### src/hdl/core_consts.svh
`ifndef CORE_CONSTS_SVH
`define CORE_CONSTS_SVH

// Data path width
`define CORE_XLEN 32

// First fetch address after reset
`define CORE_RESET_PC 32'h0000_0000

// ADDI x0, x0, 0
`define CORE_NOP 32'h0000_0013

`endif

### src/hdl/isa_pkg.sv
`default_nettype none

`include "core_consts.svh"

package isa_pkg;

    typedef logic [`CORE_XLEN-1:0] word_t;
    typedef logic [4:0] reg_addr_t;

    // Major opcodes of the supported subset
    typedef enum logic [6:0] {
        OP     = 7'b0110011,
        OP_IMM = 7'b0010011,
        LUI    = 7'b0110111,
        LOAD   = 7'b0000011,
        STORE  = 7'b0100011,
        BRANCH = 7'b1100011,
        JAL    = 7'b1101111
    } opcode_t;

    typedef enum logic [2:0] {
        ALU_ADD,
        ALU_SUB,
        ALU_AND,
        ALU_OR,
        ALU_XOR,
        ALU_SLT,
        ALU_PASS_B
    } alu_op_t;

endpackage

`default_nettype wire

### src/hdl/pipe_pkg.sv
`default_nettype none

package pipe_pkg;

    import isa_pkg::*;

    typedef struct packed {
        word_t pc;
        word_t instr;
    } if_id_t;

    typedef struct packed {
        word_t     pc;
        word_t     rs1_val;
        word_t     rs2_val;
        word_t     imm;
        reg_addr_t rs1;
        reg_addr_t rs2;
        reg_addr_t rd;
        alu_op_t   alu_op;
        logic      use_imm;
        logic      is_load;
        logic      is_store;
        logic      is_branch;
        logic      branch_ne;
        logic      is_jal;
        logic      reg_write;
    } id_ex_t;

    typedef struct packed {
        word_t     result;
        word_t     store_data;
        reg_addr_t rd;
        logic      is_load;
        logic      is_store;
        logic      reg_write;
    } ex_mem_t;

    typedef struct packed {
        word_t     value;
        reg_addr_t rd;
        logic      reg_write;
    } mem_wb_t;

    typedef enum logic [1:0] {
        FWD_NONE,
        FWD_EX_MEM,
        FWD_MEM_WB
    } fwd_sel_t;

endpackage

`default_nettype wire

### src/hdl/decoder.sv
`timescale 1ns/1ps
`default_nettype none

module decoder import isa_pkg::*, pipe_pkg::*; (
    input  if_id_t    if_id,
    output reg_addr_t rs1,
    output reg_addr_t rs2,
    output id_ex_t    dec
);

    word_t instr;
    word_t imm_i;
    word_t imm_s;
    word_t imm_b;
    word_t imm_u;
    word_t imm_j;
    logic [2:0] funct3;
    logic uses_rs1;
    logic uses_rs2;
    logic valid;

    assign instr = if_id.instr;
    assign funct3 = instr[14:12];

    assign imm_i = {{20{instr[31]}}, instr[31:20]};
    assign imm_s = {{20{instr[31]}}, instr[31:25], instr[11:7]};
    assign imm_b = {{19{instr[31]}}, instr[31], instr[7], instr[30:25], instr[11:8], 1'b0};
    assign imm_u = {instr[31:12], 12'b0};
    assign imm_j = {{11{instr[31]}}, instr[31], instr[19:12], instr[20], instr[30:21], 1'b0};

    always_comb begin
        dec = '0;
        dec.pc = if_id.pc;
        dec.rd = instr[11:7];
        uses_rs1 = 1'b1;
        uses_rs2 = 1'b0;
        valid = 1'b1;
        case (opcode_t'(instr[6:0]))
            OP: begin
                uses_rs2 = 1'b1;
                dec.reg_write = 1'b1;
                case (funct3)
                    3'b000: dec.alu_op = instr[30] ? ALU_SUB : ALU_ADD;
                    3'b010: dec.alu_op = ALU_SLT;
                    3'b100: dec.alu_op = ALU_XOR;
                    3'b110: dec.alu_op = ALU_OR;
                    3'b111: dec.alu_op = ALU_AND;
                    default: valid = 1'b0;
                endcase
            end
            OP_IMM: begin
                // ADDI only
                dec.imm = imm_i;
                dec.use_imm = 1'b1;
                dec.reg_write = 1'b1;
                valid = (funct3 == 3'b000);
            end
            LUI: begin
                uses_rs1 = 1'b0;
                dec.imm = imm_u;
                dec.use_imm = 1'b1;
                dec.alu_op = ALU_PASS_B;
                dec.reg_write = 1'b1;
            end
            LOAD: begin
                dec.imm = imm_i;
                dec.use_imm = 1'b1;
                dec.is_load = 1'b1;
                dec.reg_write = 1'b1;
            end
            STORE: begin
                uses_rs2 = 1'b1;
                dec.imm = imm_s;
                dec.use_imm = 1'b1;
                dec.is_store = 1'b1;
            end
            BRANCH: begin
                uses_rs2 = 1'b1;
                dec.imm = imm_b;
                dec.is_branch = 1'b1;
                dec.branch_ne = funct3[0];
                valid = (funct3[2:1] == 2'b00);
            end
            JAL: begin
                uses_rs1 = 1'b0;
                dec.imm = imm_j;
                dec.is_jal = 1'b1;
                dec.reg_write = 1'b1;
            end
            default: valid = 1'b0;
        endcase

        // Unsupported encodings become a bubble
        if (!valid) begin
            dec = '0;
            dec.pc = if_id.pc;
            uses_rs1 = 1'b0;
            uses_rs2 = 1'b0;
        end
        if (dec.rd == '0) begin
            dec.reg_write = 1'b0;
        end

        // Unused sources read as x0 so they never trigger a hazard
        rs1 = uses_rs1 ? instr[19:15] : '0;
        rs2 = uses_rs2 ? instr[24:20] : '0;
        dec.rs1 = rs1;
        dec.rs2 = rs2;
    end

endmodule

`default_nettype wire

### src/hdl/execute_unit.sv
`timescale 1ns/1ps
`default_nettype none

module execute_unit import isa_pkg::*, pipe_pkg::*; (
    input  logic     clk,
    input  logic     rst,
    input  logic     interlock,
    input  logic     flush,
    input  logic     stall,
    input  id_ex_t   dec,
    input  fwd_sel_t fwd_a,
    input  fwd_sel_t fwd_b,
    input  word_t    ex_mem_value,
    input  word_t    mem_wb_value,
    output ex_mem_t  ex_out,
    output logic     branch_taken,
    output word_t    branch_target,
    output id_ex_t   id_ex
);

    word_t op_a;
    word_t op_b;
    word_t alu_b;
    word_t alu_res;
    word_t pc_plus4;

    always_ff @(posedge clk) begin
        if (rst) begin
            id_ex <= '0;
        end else if (!interlock) begin
            if (stall || flush) begin
                id_ex <= '0;
            end else begin
                id_ex <= dec;
            end
        end
    end

    // Operand forwarding
    always_comb begin
        case (fwd_a)
            FWD_EX_MEM: op_a = ex_mem_value;
            FWD_MEM_WB: op_a = mem_wb_value;
            default:    op_a = id_ex.rs1_val;
        endcase
        case (fwd_b)
            FWD_EX_MEM: op_b = ex_mem_value;
            FWD_MEM_WB: op_b = mem_wb_value;
            default:    op_b = id_ex.rs2_val;
        endcase
    end

    assign alu_b = id_ex.use_imm ? id_ex.imm : op_b;

    always_comb begin
        case (id_ex.alu_op)
            ALU_SUB:    alu_res = op_a - alu_b;
            ALU_AND:    alu_res = op_a & alu_b;
            ALU_OR:     alu_res = op_a | alu_b;
            ALU_XOR:    alu_res = op_a ^ alu_b;
            ALU_SLT:    alu_res = word_t'($signed(op_a) < $signed(alu_b));
            ALU_PASS_B: alu_res = alu_b;
            default:    alu_res = op_a + alu_b;
        endcase
    end

    assign pc_plus4 = id_ex.pc + word_t'(4);
    assign branch_target = id_ex.pc + id_ex.imm;
    // BNE inverts the equality test
    assign branch_taken = id_ex.is_jal
        || (id_ex.is_branch && ((op_a == op_b) != id_ex.branch_ne));

    always_comb begin
        ex_out.result = id_ex.is_jal ? pc_plus4 : alu_res;
        ex_out.store_data = op_b;
        ex_out.rd = id_ex.rd;
        ex_out.is_load = id_ex.is_load;
        ex_out.is_store = id_ex.is_store;
        ex_out.reg_write = id_ex.reg_write;
    end

endmodule

`default_nettype wire

### src/hdl/fetch_unit.sv
`timescale 1ns/1ps
`default_nettype none

`include "core_consts.svh"

module fetch_unit import isa_pkg::*, pipe_pkg::*; (
    input  logic   clk,
    input  logic   rst,
    input  logic   stall,
    input  logic   flush,
    input  logic   interlock,
    input  word_t  branch_target,
    input  word_t  imem_data,
    output word_t  pc,
    output if_id_t if_id
);

    always_ff @(posedge clk) begin
        if (rst) begin
            pc <= `CORE_RESET_PC;
            if_id.pc <= `CORE_RESET_PC;
            if_id.instr <= `CORE_NOP;
        end else if (!interlock) begin
            if (flush) begin
                // Redirect and squash the slot being fetched
                pc <= branch_target;
                if_id.instr <= `CORE_NOP;
            end else if (!stall) begin
                pc <= pc + word_t'(4);
                if_id.pc <= pc;
                if_id.instr <= imem_data;
            end
        end
    end

endmodule

`default_nettype wire

### src/hdl/hazard_unit.sv
`timescale 1ns/1ps
`default_nettype none

module hazard_unit import isa_pkg::*, pipe_pkg::*; (
    input  reg_addr_t rs1,
    input  reg_addr_t rs2,
    input  id_ex_t    id_ex,
    input  ex_mem_t   ex_mem,
    input  mem_wb_t   mem_wb,
    input  logic      branch_taken,
    input  logic      imem_ack_n,
    input  logic      dmem_ack_n,
    output fwd_sel_t  fwd_a,
    output fwd_sel_t  fwd_b,
    output logic      stall,
    output logic      flush,
    output logic      interlock
);

    logic dmem_pending;

    // Newest producer wins; a load in MEM has no data yet
    function automatic fwd_sel_t pick_source(input reg_addr_t src, input ex_mem_t mem_stage,
                                             input mem_wb_t wb_stage);
        if (src != '0 && mem_stage.reg_write && !mem_stage.is_load && mem_stage.rd == src) begin
            return FWD_EX_MEM;
        end
        if (src != '0 && wb_stage.reg_write && wb_stage.rd == src) begin
            return FWD_MEM_WB;
        end
        return FWD_NONE;
    endfunction

    always_comb begin
        fwd_a = pick_source(id_ex.rs1, ex_mem, mem_wb);
        fwd_b = pick_source(id_ex.rs2, ex_mem, mem_wb);
    end

    // Load in EX feeding the instruction in decode
    assign stall = id_ex.is_load && id_ex.reg_write
        && (id_ex.rd == rs1 || id_ex.rd == rs2);

    assign flush = branch_taken;

    assign dmem_pending = (ex_mem.is_load || ex_mem.is_store) && dmem_ack_n;
    assign interlock = imem_ack_n || dmem_pending;

endmodule

`default_nettype wire

### src/hdl/mem_unit.sv
`timescale 1ns/1ps
`default_nettype none

module mem_unit import isa_pkg::*, pipe_pkg::*; (
    input  logic    clk,
    input  logic    rst,
    input  logic    interlock,
    input  ex_mem_t ex_in,
    input  word_t   dmem_rdata,
    output word_t   dmem_addr,
    output word_t   dmem_wdata,
    output logic    dmem_req,
    output logic    dmem_write,
    output ex_mem_t ex_mem,
    output mem_wb_t wb
);

    always_ff @(posedge clk) begin
        if (rst) begin
            ex_mem <= '0;
        end else if (!interlock) begin
            ex_mem <= ex_in;
        end
    end

    // Data bus straight from EX/MEM
    assign dmem_addr = ex_mem.result;
    assign dmem_wdata = ex_mem.store_data;
    assign dmem_req = ex_mem.is_load || ex_mem.is_store;
    assign dmem_write = ex_mem.is_store;

    always_ff @(posedge clk) begin
        if (rst) begin
            wb <= '0;
        end else if (!interlock) begin
            wb.value <= ex_mem.is_load ? dmem_rdata : ex_mem.result;
            wb.rd <= ex_mem.rd;
            wb.reg_write <= ex_mem.reg_write;
        end
    end

endmodule

`default_nettype wire

### src/hdl/reg_file.sv
`timescale 1ns/1ps
`default_nettype none

module reg_file import isa_pkg::*, pipe_pkg::*; (
    input  logic      clk,
    input  logic      rst,
    input  reg_addr_t rs1,
    input  reg_addr_t rs2,
    input  mem_wb_t   wb,
    output word_t     rdata1,
    output word_t     rdata2
);

    word_t regs [1:31];

    always_ff @(posedge clk) begin
        if (rst) begin
            for (int i = 1; i < 32; i++) begin
                regs[i] <= '0;
            end
        end else if (wb.reg_write && wb.rd != '0) begin
            regs[wb.rd] <= wb.value;
        end
    end

    // Write-through so decode sees a value being written back this cycle
    always_comb begin
        if (rs1 == '0) begin
            rdata1 = '0;
        end else if (wb.reg_write && wb.rd == rs1) begin
            rdata1 = wb.value;
        end else begin
            rdata1 = regs[rs1];
        end

        if (rs2 == '0) begin
            rdata2 = '0;
        end else if (wb.reg_write && wb.rd == rs2) begin
            rdata2 = wb.value;
        end else begin
            rdata2 = regs[rs2];
        end
    end

endmodule

`default_nettype wire

### src/hdl/rv_core.sv
`timescale 1ns/1ps
`default_nettype none

module rv_core import isa_pkg::*, pipe_pkg::*; (
    input  logic  clk,
    input  logic  rst,

    // Instruction bus
    output word_t imem_addr,
    input  word_t imem_data,
    input  logic  imem_ack_n,

    // Data bus
    output word_t dmem_addr,
    output word_t dmem_wdata,
    input  word_t dmem_rdata,
    output logic  dmem_req,
    output logic  dmem_write,
    input  logic  dmem_ack_n
);

    if_id_t    if_id;
    reg_addr_t rs1;
    reg_addr_t rs2;
    id_ex_t    dec_ctrl;
    id_ex_t    dec;
    word_t     rdata1;
    word_t     rdata2;
    id_ex_t    id_ex;
    ex_mem_t   ex_out;
    ex_mem_t   ex_mem;
    mem_wb_t   wb;
    word_t     branch_target;
    logic      branch_taken;
    fwd_sel_t  fwd_a;
    fwd_sel_t  fwd_b;
    logic      stall;
    logic      flush;
    logic      interlock;

    fetch_unit fetch_unit_inst (
        .clk(clk),
        .rst(rst),
        .stall(stall),
        .flush(flush),
        .interlock(interlock),
        .branch_target(branch_target),
        .imem_data(imem_data),
        .pc(imem_addr),
        .if_id(if_id)
    );

    decoder decoder_inst (
        .if_id(if_id),
        .rs1(rs1),
        .rs2(rs2),
        .dec(dec_ctrl)
    );

    reg_file reg_file_inst (
        .clk(clk),
        .rst(rst),
        .rs1(rs1),
        .rs2(rs2),
        .wb(wb),
        .rdata1(rdata1),
        .rdata2(rdata2)
    );

    // Register operands join the decoded controls
    always_comb begin
        dec = dec_ctrl;
        dec.rs1_val = rdata1;
        dec.rs2_val = rdata2;
    end

    execute_unit execute_unit_inst (
        .clk(clk),
        .rst(rst),
        .interlock(interlock),
        .flush(flush),
        .stall(stall),
        .dec(dec),
        .fwd_a(fwd_a),
        .fwd_b(fwd_b),
        .ex_mem_value(ex_mem.result),
        .mem_wb_value(wb.value),
        .ex_out(ex_out),
        .branch_taken(branch_taken),
        .branch_target(branch_target),
        .id_ex(id_ex)
    );

    mem_unit mem_unit_inst (
        .clk(clk),
        .rst(rst),
        .interlock(interlock),
        .ex_in(ex_out),
        .dmem_rdata(dmem_rdata),
        .dmem_addr(dmem_addr),
        .dmem_wdata(dmem_wdata),
        .dmem_req(dmem_req),
        .dmem_write(dmem_write),
        .ex_mem(ex_mem),
        .wb(wb)
    );

    hazard_unit hazard_unit_inst (
        .rs1(rs1),
        .rs2(rs2),
        .id_ex(id_ex),
        .ex_mem(ex_mem),
        .mem_wb(wb),
        .branch_taken(branch_taken),
        .imem_ack_n(imem_ack_n),
        .dmem_ack_n(dmem_ack_n),
        .fwd_a(fwd_a),
        .fwd_b(fwd_b),
        .stall(stall),
        .flush(flush),
        .interlock(interlock)
    );

endmodule

`default_nettype wire

### config.mk
export PLATFORM = sky130hd
export DESIGN_NAME = rv_core
export DESIGN_NICKNAME = d
export VERILOG_FILES = /design/src/hdl/isa_pkg.sv /design/src/hdl/pipe_pkg.sv /design/src/hdl/decoder.sv /design/src/hdl/execute_unit.sv /design/src/hdl/fetch_unit.sv /design/src/hdl/hazard_unit.sv /design/src/hdl/mem_unit.sv /design/src/hdl/reg_file.sv /design/src/hdl/rv_core.sv
export VERILOG_INCLUDE_DIRS = /design/src /design/src/hdl
export SDC_FILE = /design/constraint.sdc
export NUM_CORES = 2
export LEC_CHECK = 0
export BUFFER_PORTS_ARGS = -buffer_cell sky130_fd_sc_hd__buf_2
export CELL_PAD_IN_SITES_DETAIL_PLACEMENT = 0
export CELL_PAD_IN_SITES_GLOBAL_PLACEMENT = 1
export CORE_MARGIN = 3
export CORE_UTILIZATION = 32
export DETAILED_ROUTE_END_ITERATION = 16
export PLACE_DENSITY_LB_ADDON = 0.1
export SLEW_MARGIN = 20
export SYNTH_ARGS = -nofsm -noshare
export SYNTH_HDL_FRONTEND = slang
export SYNTH_SLANG_ARGS = --single-unit
### constraint.sdc
create_clock -name clk -period 6.25 [get_ports clk]
set_clock_uncertainty 0.05 [all_clocks]
set_input_delay 0.9375 -clock clk [delete_from_list [all_inputs] [get_ports clk]]
set_output_delay 0.9375 -clock clk [all_outputs]
set_load 0.02 [all_outputs]
Word-level counts from Yosys, hierarchy flattened

Memory sizes are Yosys's and may differ from the RTL's.
Cells that the tools add are included.

$lt $le $gt $ge: 1
Reduce and logical (&&, ||, !) cells: 41
Bitwise logic cells: 6
Add/sub/neg operators: 5
Mux-type cells: 57
Eq/ne operators: 32

Operators by type and width:

| cell                                           | count |
|---|---|
| 2-to-1 mux 32 bit                              | 12 |
| case mux 32 bit (6 select lines)               | 1 |
| case mux 32 bit (5 select lines)               | 1 |
| 2-to-1 mux 153 bit                             | 1 |
| case mux 32 bit (2 select lines)               | 2 |
| adder 32 x 3 -> 32 bit (second input constant) | 2 |
| adder 32 bit                                   | 2 |
| 2-to-1 mux 57 bit                              | 1 |
| == test 5 bit                                  | 8 |
| AND 32 bit                                     | 1 |
| == test 32 bit                                 | 1 |
| < comparator 32 bit                            | 1 |
| OR 32 bit                                      | 1 |
| OR reduction 32 bit                            | 1 |
| subtractor 32 bit                              | 1 |
| bitwise XOR 32 bit                             | 1 |
| 2-to-1 mux 1 bit                               | 24 |
| == test 7 x 6 -> 1 bit (second input constant) | 3 |
| == test 3 bit (second input constant)          | 6 |
| 2-to-1 mux 2 bit                               | 9 |
| logical AND 1 bit                              | 17 |
| logical NOT 5 bit                              | 3 |
| 2-to-1 mux 5 bit                               | 3 |
| case mux 3 bit (5 select lines)                | 1 |
| 23 further kinds                               | 39 |

Logic and storage cells: 170
Flip-flop bits (word level): 359
Memories: 1
RAM bits: 992
Output and inout port bits: 98

Memory list:

| name               | words | width | rd ports | clocked after Yosys merged registers in | write ports | line           | text |
|---|---|---|---|---|---|---|---|
| reg_file_inst.regs | 31    | 32    | 2        | 0                                       | 31          | reg_file.sv:14 | `word_t regs [1:31];` |

Depth between registers and ports, before layout

Depth after elaboration: 16
Depth in mapped cells: 27
Mapped depth without buffers: 23

By module

From an unflattened synthesis, not the netlist that was laid out.

Cells, all modules: 7200
Area, all modules: 81441.9 um2

By module, submodules not included:

| module       | times used | cells each | area each (um2) |
|---|---|---|---|
| reg_file     | 1          | 3829       | 55181.7 |
| execute_unit | 1          | 2076       | 14739.1 |
| mem_unit     | 1          | 460        | 5058.6 |
| fetch_unit   | 1          | 536        | 4304.1 |
| decoder      | 1          | 244        | 1715.4 |
| hazard_unit  | 1          | 55         | 442.9 |

Least setup slack after synthesis

OpenSTA, ideal clock, no wires.

Path kind: register to register
From: reg execute_unit_inst.id_ex[15] (netlist name)
To: reg mem_unit_inst.dmem_addr[26] (netlist name)
Required time: 6.108 ns
Cell stages (with the launch flop): 24
Clock period less this slack: 5.367 ns
Setup slack: 0.883 ns
Buffers on the path: 4
Arrival time: 5.225 ns
Cells stage by stage: dfxtp_1 -> or4_4 -> o211a_1 -> nand2_2 -> buf_4 -> buf_4 -> clkbuf_1 -> buf_1 -> a21oi_1 -> mux2i_1 -> inv_1 -> ha_1 -> o311ai_0 -> o21a_1 -> o21a_1 -> o221ai_1 -> a31oi_1 -> nand3_1 -> nand2_1 -> a21oi_1 -> o311ai_0 -> xnor2_1 -> a221oi_1 -> nor4_1

Cells in the longest elaborated chain, start to end: 13

Ends and longest elaborated chain:

| element                                                 | line                                 | text |
|---|---|---|
| nonzero test 5 bit                                      | hazard_unit.sv:25, hazard_unit.sv:28 |  |
| logical AND 1 bit (2 in a row)                          | hazard_unit.sv:28                    | `if (src != '0 && wb_stage.reg_write && wb_stage.rd == src) begin` |
| 2-to-1 mux 1 bit (2 in a row)                           | hazard_unit.sv:28                    |  |
| 2-to-1 mux 2 bit                                        | hazard_unit.sv:31                    | `return FWD_NONE;` |
| 2-to-1 mux 2 bit (*)                                    | hazard_unit.sv:28                    |  |
| == test 2 bit or == test 2 x 1 -> 1 bit (tied branches) | execute_unit.sv:46                   | `case (fwd_b)` |
| case mux 32 bit (2 select lines) (*)                    | execute_unit.sv:46                   |  |
| 2-to-1 mux 32 bit (*)                                   | execute_unit.sv:53                   | `assign alu_b = id_ex.use_imm ? id_ex.imm : op_b;` |
| adder 32 bit (tied with other cells)                    | execute_unit.sv:63                   | `default: alu_res = op_a + alu_b;` |
| case mux 32 bit (6 select lines) (*)                    | execute_unit.sv:56                   | `case (id_ex.alu_op)` |
| 2-to-1 mux 32 bit (*)                                   | execute_unit.sv:74                   | `ex_out.result = id_ex.is_jal ? pc_plus4 : alu_res;` |

Mark *: on every way between the ends. The rest lies on a longest branch, timed or not. The select of a mux whose other input is x is not followed.
A chain may end at the register's enable or synchronous reset.

Worst setup path in the final report

From: reg execute_unit_inst.id_ex[17] (netlist name)
To: reg mem_unit_inst.dmem_addr[31] (netlist name)

Cells in the longest elaborated chain, start to end: 13

Ends and longest elaborated chain:

| element                                                 | line |
|---|---|
| nonzero test 5 bit                                      | hazard_unit.sv:25, hazard_unit.sv:28 |
| logical AND 1 bit (2 in a row)                          | hazard_unit.sv:28 |
| 2-to-1 mux 1 bit (2 in a row)                           | hazard_unit.sv:28 |
| 2-to-1 mux 2 bit                                        | hazard_unit.sv:31 |
| 2-to-1 mux 2 bit (*)                                    | hazard_unit.sv:28 |
| == test 2 bit or == test 2 x 1 -> 1 bit (tied branches) | execute_unit.sv:46 |
| case mux 32 bit (2 select lines) (*)                    | execute_unit.sv:46 |
| 2-to-1 mux 32 bit (*)                                   | execute_unit.sv:53 |
| adder 32 bit (tied with other cells)                    | execute_unit.sv:63 |
| case mux 32 bit (6 select lines) (*)                    | execute_unit.sv:56 |
| 2-to-1 mux 32 bit (*)                                   | execute_unit.sv:74 |

Marks and branches as above.

==> key figures <==
Pwr
  • Comb pwr share: 10.7%
  • Switching power: 6.222 mW
  • Clock share of power: 43.2%
  • Reg power frac: 46.0%
  • Static Leak: 32.61 nW
  • Sw Ratio: 27.63%
  • VDD IR max: 245.9 µV
  • P per Cell Area: 244.4 nW/µm²
  • Internal power: 16.29 mW

Setup path
  • Critical Path AT: 6.67 ns
  • Worst path max stage delay: 0.42 ns
  • Delay-heaviest family, CP: compound AO/OA/AOI/OAI gates
  • Max FO, Critical Path: 19
  • Stages on worst setup path: 22
  • R2R cell count: 22
  • Reg-to-Reg Start: execute_unit_inst.id_ex[17]
  • Worst path cell trace: xnor2_1 -> nand4_1 -> nor2_4 -> buf_6 -> mux2i_2 -> a21oi_1 -> mux2i_1 -> inv_1 -> ha_1 -> inv_1 -> a21o_1 -> a21oi_1 -> o21ai_0 -> o211ai_1 -> a21oi_1 -> o2111ai_1 -> o211ai_2 -> a211oi_4 -> o221ai_2 -> a41o_1 -> o41ai_1 -> nand2_1
  • CP Class: reg -> reg
  • Buf+Inv Stages, Crit Path: 3
  • Startpoint class of the critical path: flop
  • R2r setup slk: 0.24 ns
  • Endpoint class of the critical path: flop
  • CP dominant cell by count: a21oi_1
  • Critical Path RT: 6.91 ns
  • Slowest CP cell: dfxtp_1
  • Reg-to-reg endpoint: mem_unit_inst.dmem_addr[31]

Floorplan
  • Core area: 250000 µm²
  • Ports: 166
  • Initial Util: 32.35%
  • Die height: 508.8 µm
  • Chip Width: 508.8 µm
  • Total Die Area: 258800 µm²
  • # rows: 183

GRT
  • Congestion Overflow GR: 0
  • Initial antenna violation count: 31
  • Largest net degree at the start of global routing: 107
  • All-layer global routing usage: 29.54%
  • Vias in the first global route: 66770
  • First-pass GRT wire length: 542400 µm

Timing
  • Tightest Pin Transition: 1.241 ns
  • Final Hold Viols: 0
  • Max Slew Vio Count: 0
  • Unrepaired setup endpoints after global routing: no
  • Period minus WS final: 6.014 ns
  • Fmax: 166.3 MHz
  • Worst rel slew slack: 16.38%
  • Min Hold Slack: 0.3173 ns
  • Setup-failing EPs final: 0
  • Final period util: 96.23%

Worst hold path
  • Hold Path End: fetch_unit_inst.if_id[18]
  • Hold depth: 3
  • Hold Crit Start: imem_data[18]
  • Type of the worst min-delay path: in -> reg

Drt
  • Via count: 69300
  • Post-route ant nets: 0
  • Routed length on met1: 175100 µm
  • Vias per inst: 5.905
  • Routed WL per cell: 33.61 µm
  • DRT iter0 DRCs: 8441
  • Drt drc: 0
  • Final WL: 394400 µm
  • First-pass detailed-route iteration total: 6
  • DR WL met2: 167300 µm
  • Met3 wire length: 33930 µm
  • Highest Signal Layer: met5

Synth
  • Post-synth top flop: edfxtp_1
  • Post-Syn Area per Cell: 9.719 µm²
  • Mapped Area: 80890 µm²
  • Cells after Synth: 8323
  • Synth area leaders: edfxtp_1, dfxtp_1, mux2i_1
  • Post-synthesis sequential element count: 1383
  • EDFF count, synth: 1024
  • Sequential share of the synthesized area: 46.90%
  • Post-synth cell types: 103
  • Ys Warns: 0
  • Area share of the largest cell type after synthesis: 38.01%
  • Synth area leader: edfxtp_1
  • Asr flop ratio synth: 0%

Clocking
  • Clock root buffer master: clkbuf_16
  • Clk sinks: 1383
  • H-tree levels: 4
  • CTS buffer count: 169
  • Maximum root-to-sink buffer count: 3
  • Reg clk slew, reported paths: 0.07 ns
  • Post-CTS setup buffer count: 0
  • CTS tree: built
  • Worst-Skew Late Latency: 0.85 ns

Layout
  • Post-Layout Cell Count: 11740
  • Final net count: 8438
  • Layout area overhead: 13.91%
  • Fillers: 24970
  • Layout cells sized above 1: 13.24%

Job
  • MaxCap Viol Count: 0

Placement
  • Port bufs: 165
  • Routability cong.: 0.9689
  • DP HPWL: 257000 µm
  • Dpl cells: 11410

Status
  • Status: finished clean
registers in the layout (all words and copies together), names as in the netlist:
register	flops
execute_unit_inst.id_ex	145
mem_unit_inst.dmem_addr	32
mem_unit_inst.wb	38
fetch_unit_inst.pc	32
fetch_unit_inst.if_id	64
mem_unit_inst.dmem_wdata	32
mem_unit_inst.ex_mem	7
execute_unit_inst.ex_out	8
mem_unit_inst.dmem_write	1
reg_file_inst.regs	1024
power by group through the flow:
stage | Clock, mW | Sequential [mW] | Combinational, mW
5_1_grt | 10.2 | 10.4 | 2.52
3_5_place_dp | 0 | 10.6 | 2.35
4_1_cts | 9.90 | 10.4 | 2.36
2_1_floorplan | 0 | 10.4 | 1.29
6_report | 9.73 | 10.4 | 2.42
3_3_place_gp | 0 | 10.5 | 2.35
worst reg2reg max path: stages, from the launching register on:
cell and delay (ns):
dfxtp_1 0.42, xnor2_1 0.17, nand4_1 0.26, nor2_4 0.33, buf_6 0.32, mux2i_2 0.37
a21oi_1 0.15, mux2i_1 0.26, inv_1 0.11, ha_1 0.40, inv_1 0.08, a21o_1 0.19
a21oi_1 0.24, o21ai_0 0.16, o211ai_1 0.15, a21oi_1 0.17, o2111ai_1 0.40, o211ai_2 0.28
a211oi_4 0.41, o221ai_2 0.28, a41o_1 0.31, o41ai_1 0.27, nand2_1 0.10
metal layers:
metal | GRT usage, % | vias up
met2 | 43.53 | 3222
li1 | - | 30340
met5 | 0 | -
met3 | 6.088 | 630
met1 | 41.97 | 35100
met4 | 12.01 | 10
synth_stat cells, drive strengths merged (131+ instances only):
master and count:
edfxtp 1024, and2 988, nand2 901, clkbuf 679
mux2i 647, o21ai 522, a21oi 433, nor2 385
dfxtp 359, nand3 208, buf 186, a211oi 163
a221oi 163, o22ai 145, inv 131
area by class of cell:
type                    instances  area (µm²)  share of cell area, %
multi-input cells            5974       39630                  43.01
well taps                    3330        4167                  4.522
inverters                     132       498.0                 0.5405
diodes                         16       40.04                0.04345
flip-flops and latches       1383       37970                  41.21
clock buffers                 225        4643                  5.039
repair buffers                594        4527                  4.913
clock inverters                81       668.1                 0.7251
per-stage QoR:
| stage | TNS [ns] | power (mW) | utilization [%] | worst slack [ns] | instance area, µm² |
|---|---|---|---|---|---|
| 6_report | 0 | 22.52 | 36.85 | 0.2357 | 92140 |
| 5_1_grt | 0 | 23.16 | 36.84 | 0.02363 | 92110 |
| 4_1_cts | 0 | 22.62 | 36.81 | 0.08775 | 92040 |
| 3_5_place_dp | 0 | 12.90 | 34.69 | 0.01158 | 86730 |
| 3_3_place_gp | -0.02694 | 12.89 | 34.68 | -0.02694 | 86710 |
| 2_1_floorplan | 0 | 11.73 | - | 0.8829 | 81010 |
repair_timing:
action,in CTS,in global routing
endpoints found under the setup margin,1,12
gates resized for setup,1,11
hold buffers,0,0
gates cloned,0,0
placed cells by master (no fill, tap or decap), types with 97 or more instances in the layout:
cell	synthesis	final
a211oi_1	161	161
a32oi_1	103	103
nand3_1	208	207
a21oi_1	431	429
o21ai_0	515	476
inv_1	129	128
buf_4	83	390
edfxtp_1	1024	1024
xnor2_1	114	114
ha_1	115	115
buf_2	45	164
mux2i_1	647	645
clkbuf_16	0	172
o22ai_1	145	145
nand2_1	900	895
a221oi_1	163	163
a31oi_1	108	106
nor2_1	381	340
nor3_1	100	97
and2_1	986	983
dfxtp_1	359	344
worst max-delay path by stage:
stage	endpoint	slack, ns	startpoint
floorplan	mem_unit_inst.dmem_addr[26]	0.88	execute_unit_inst.id_ex[15]
global placement	mem_unit_inst.dmem_addr[31]	-0.03	execute_unit_inst.id_ex[16]
detailed placement	mem_unit_inst.dmem_addr[31]	0.01	execute_unit_inst.id_ex[17]
CTS	mem_unit_inst.dmem_addr[31]	0.09	execute_unit_inst.id_ex[17]
global route	mem_unit_inst.dmem_addr[31]	0.02	execute_unit_inst.id_ex[17]
finish	mem_unit_inst.dmem_addr[31]	0.24	execute_unit_inst.id_ex[17]
kinds of logic after synthesis:
logic type,share of synthesized area [%]
buf+inv,5.142
fa+ha+maj,1.804
other cells,0.004636
flops,46.90
compound gates,16.93
mux,9.872
xor+xnor,1.657
simple gates,17.69
Note: power is estimated with default switching activity, not from simulation.
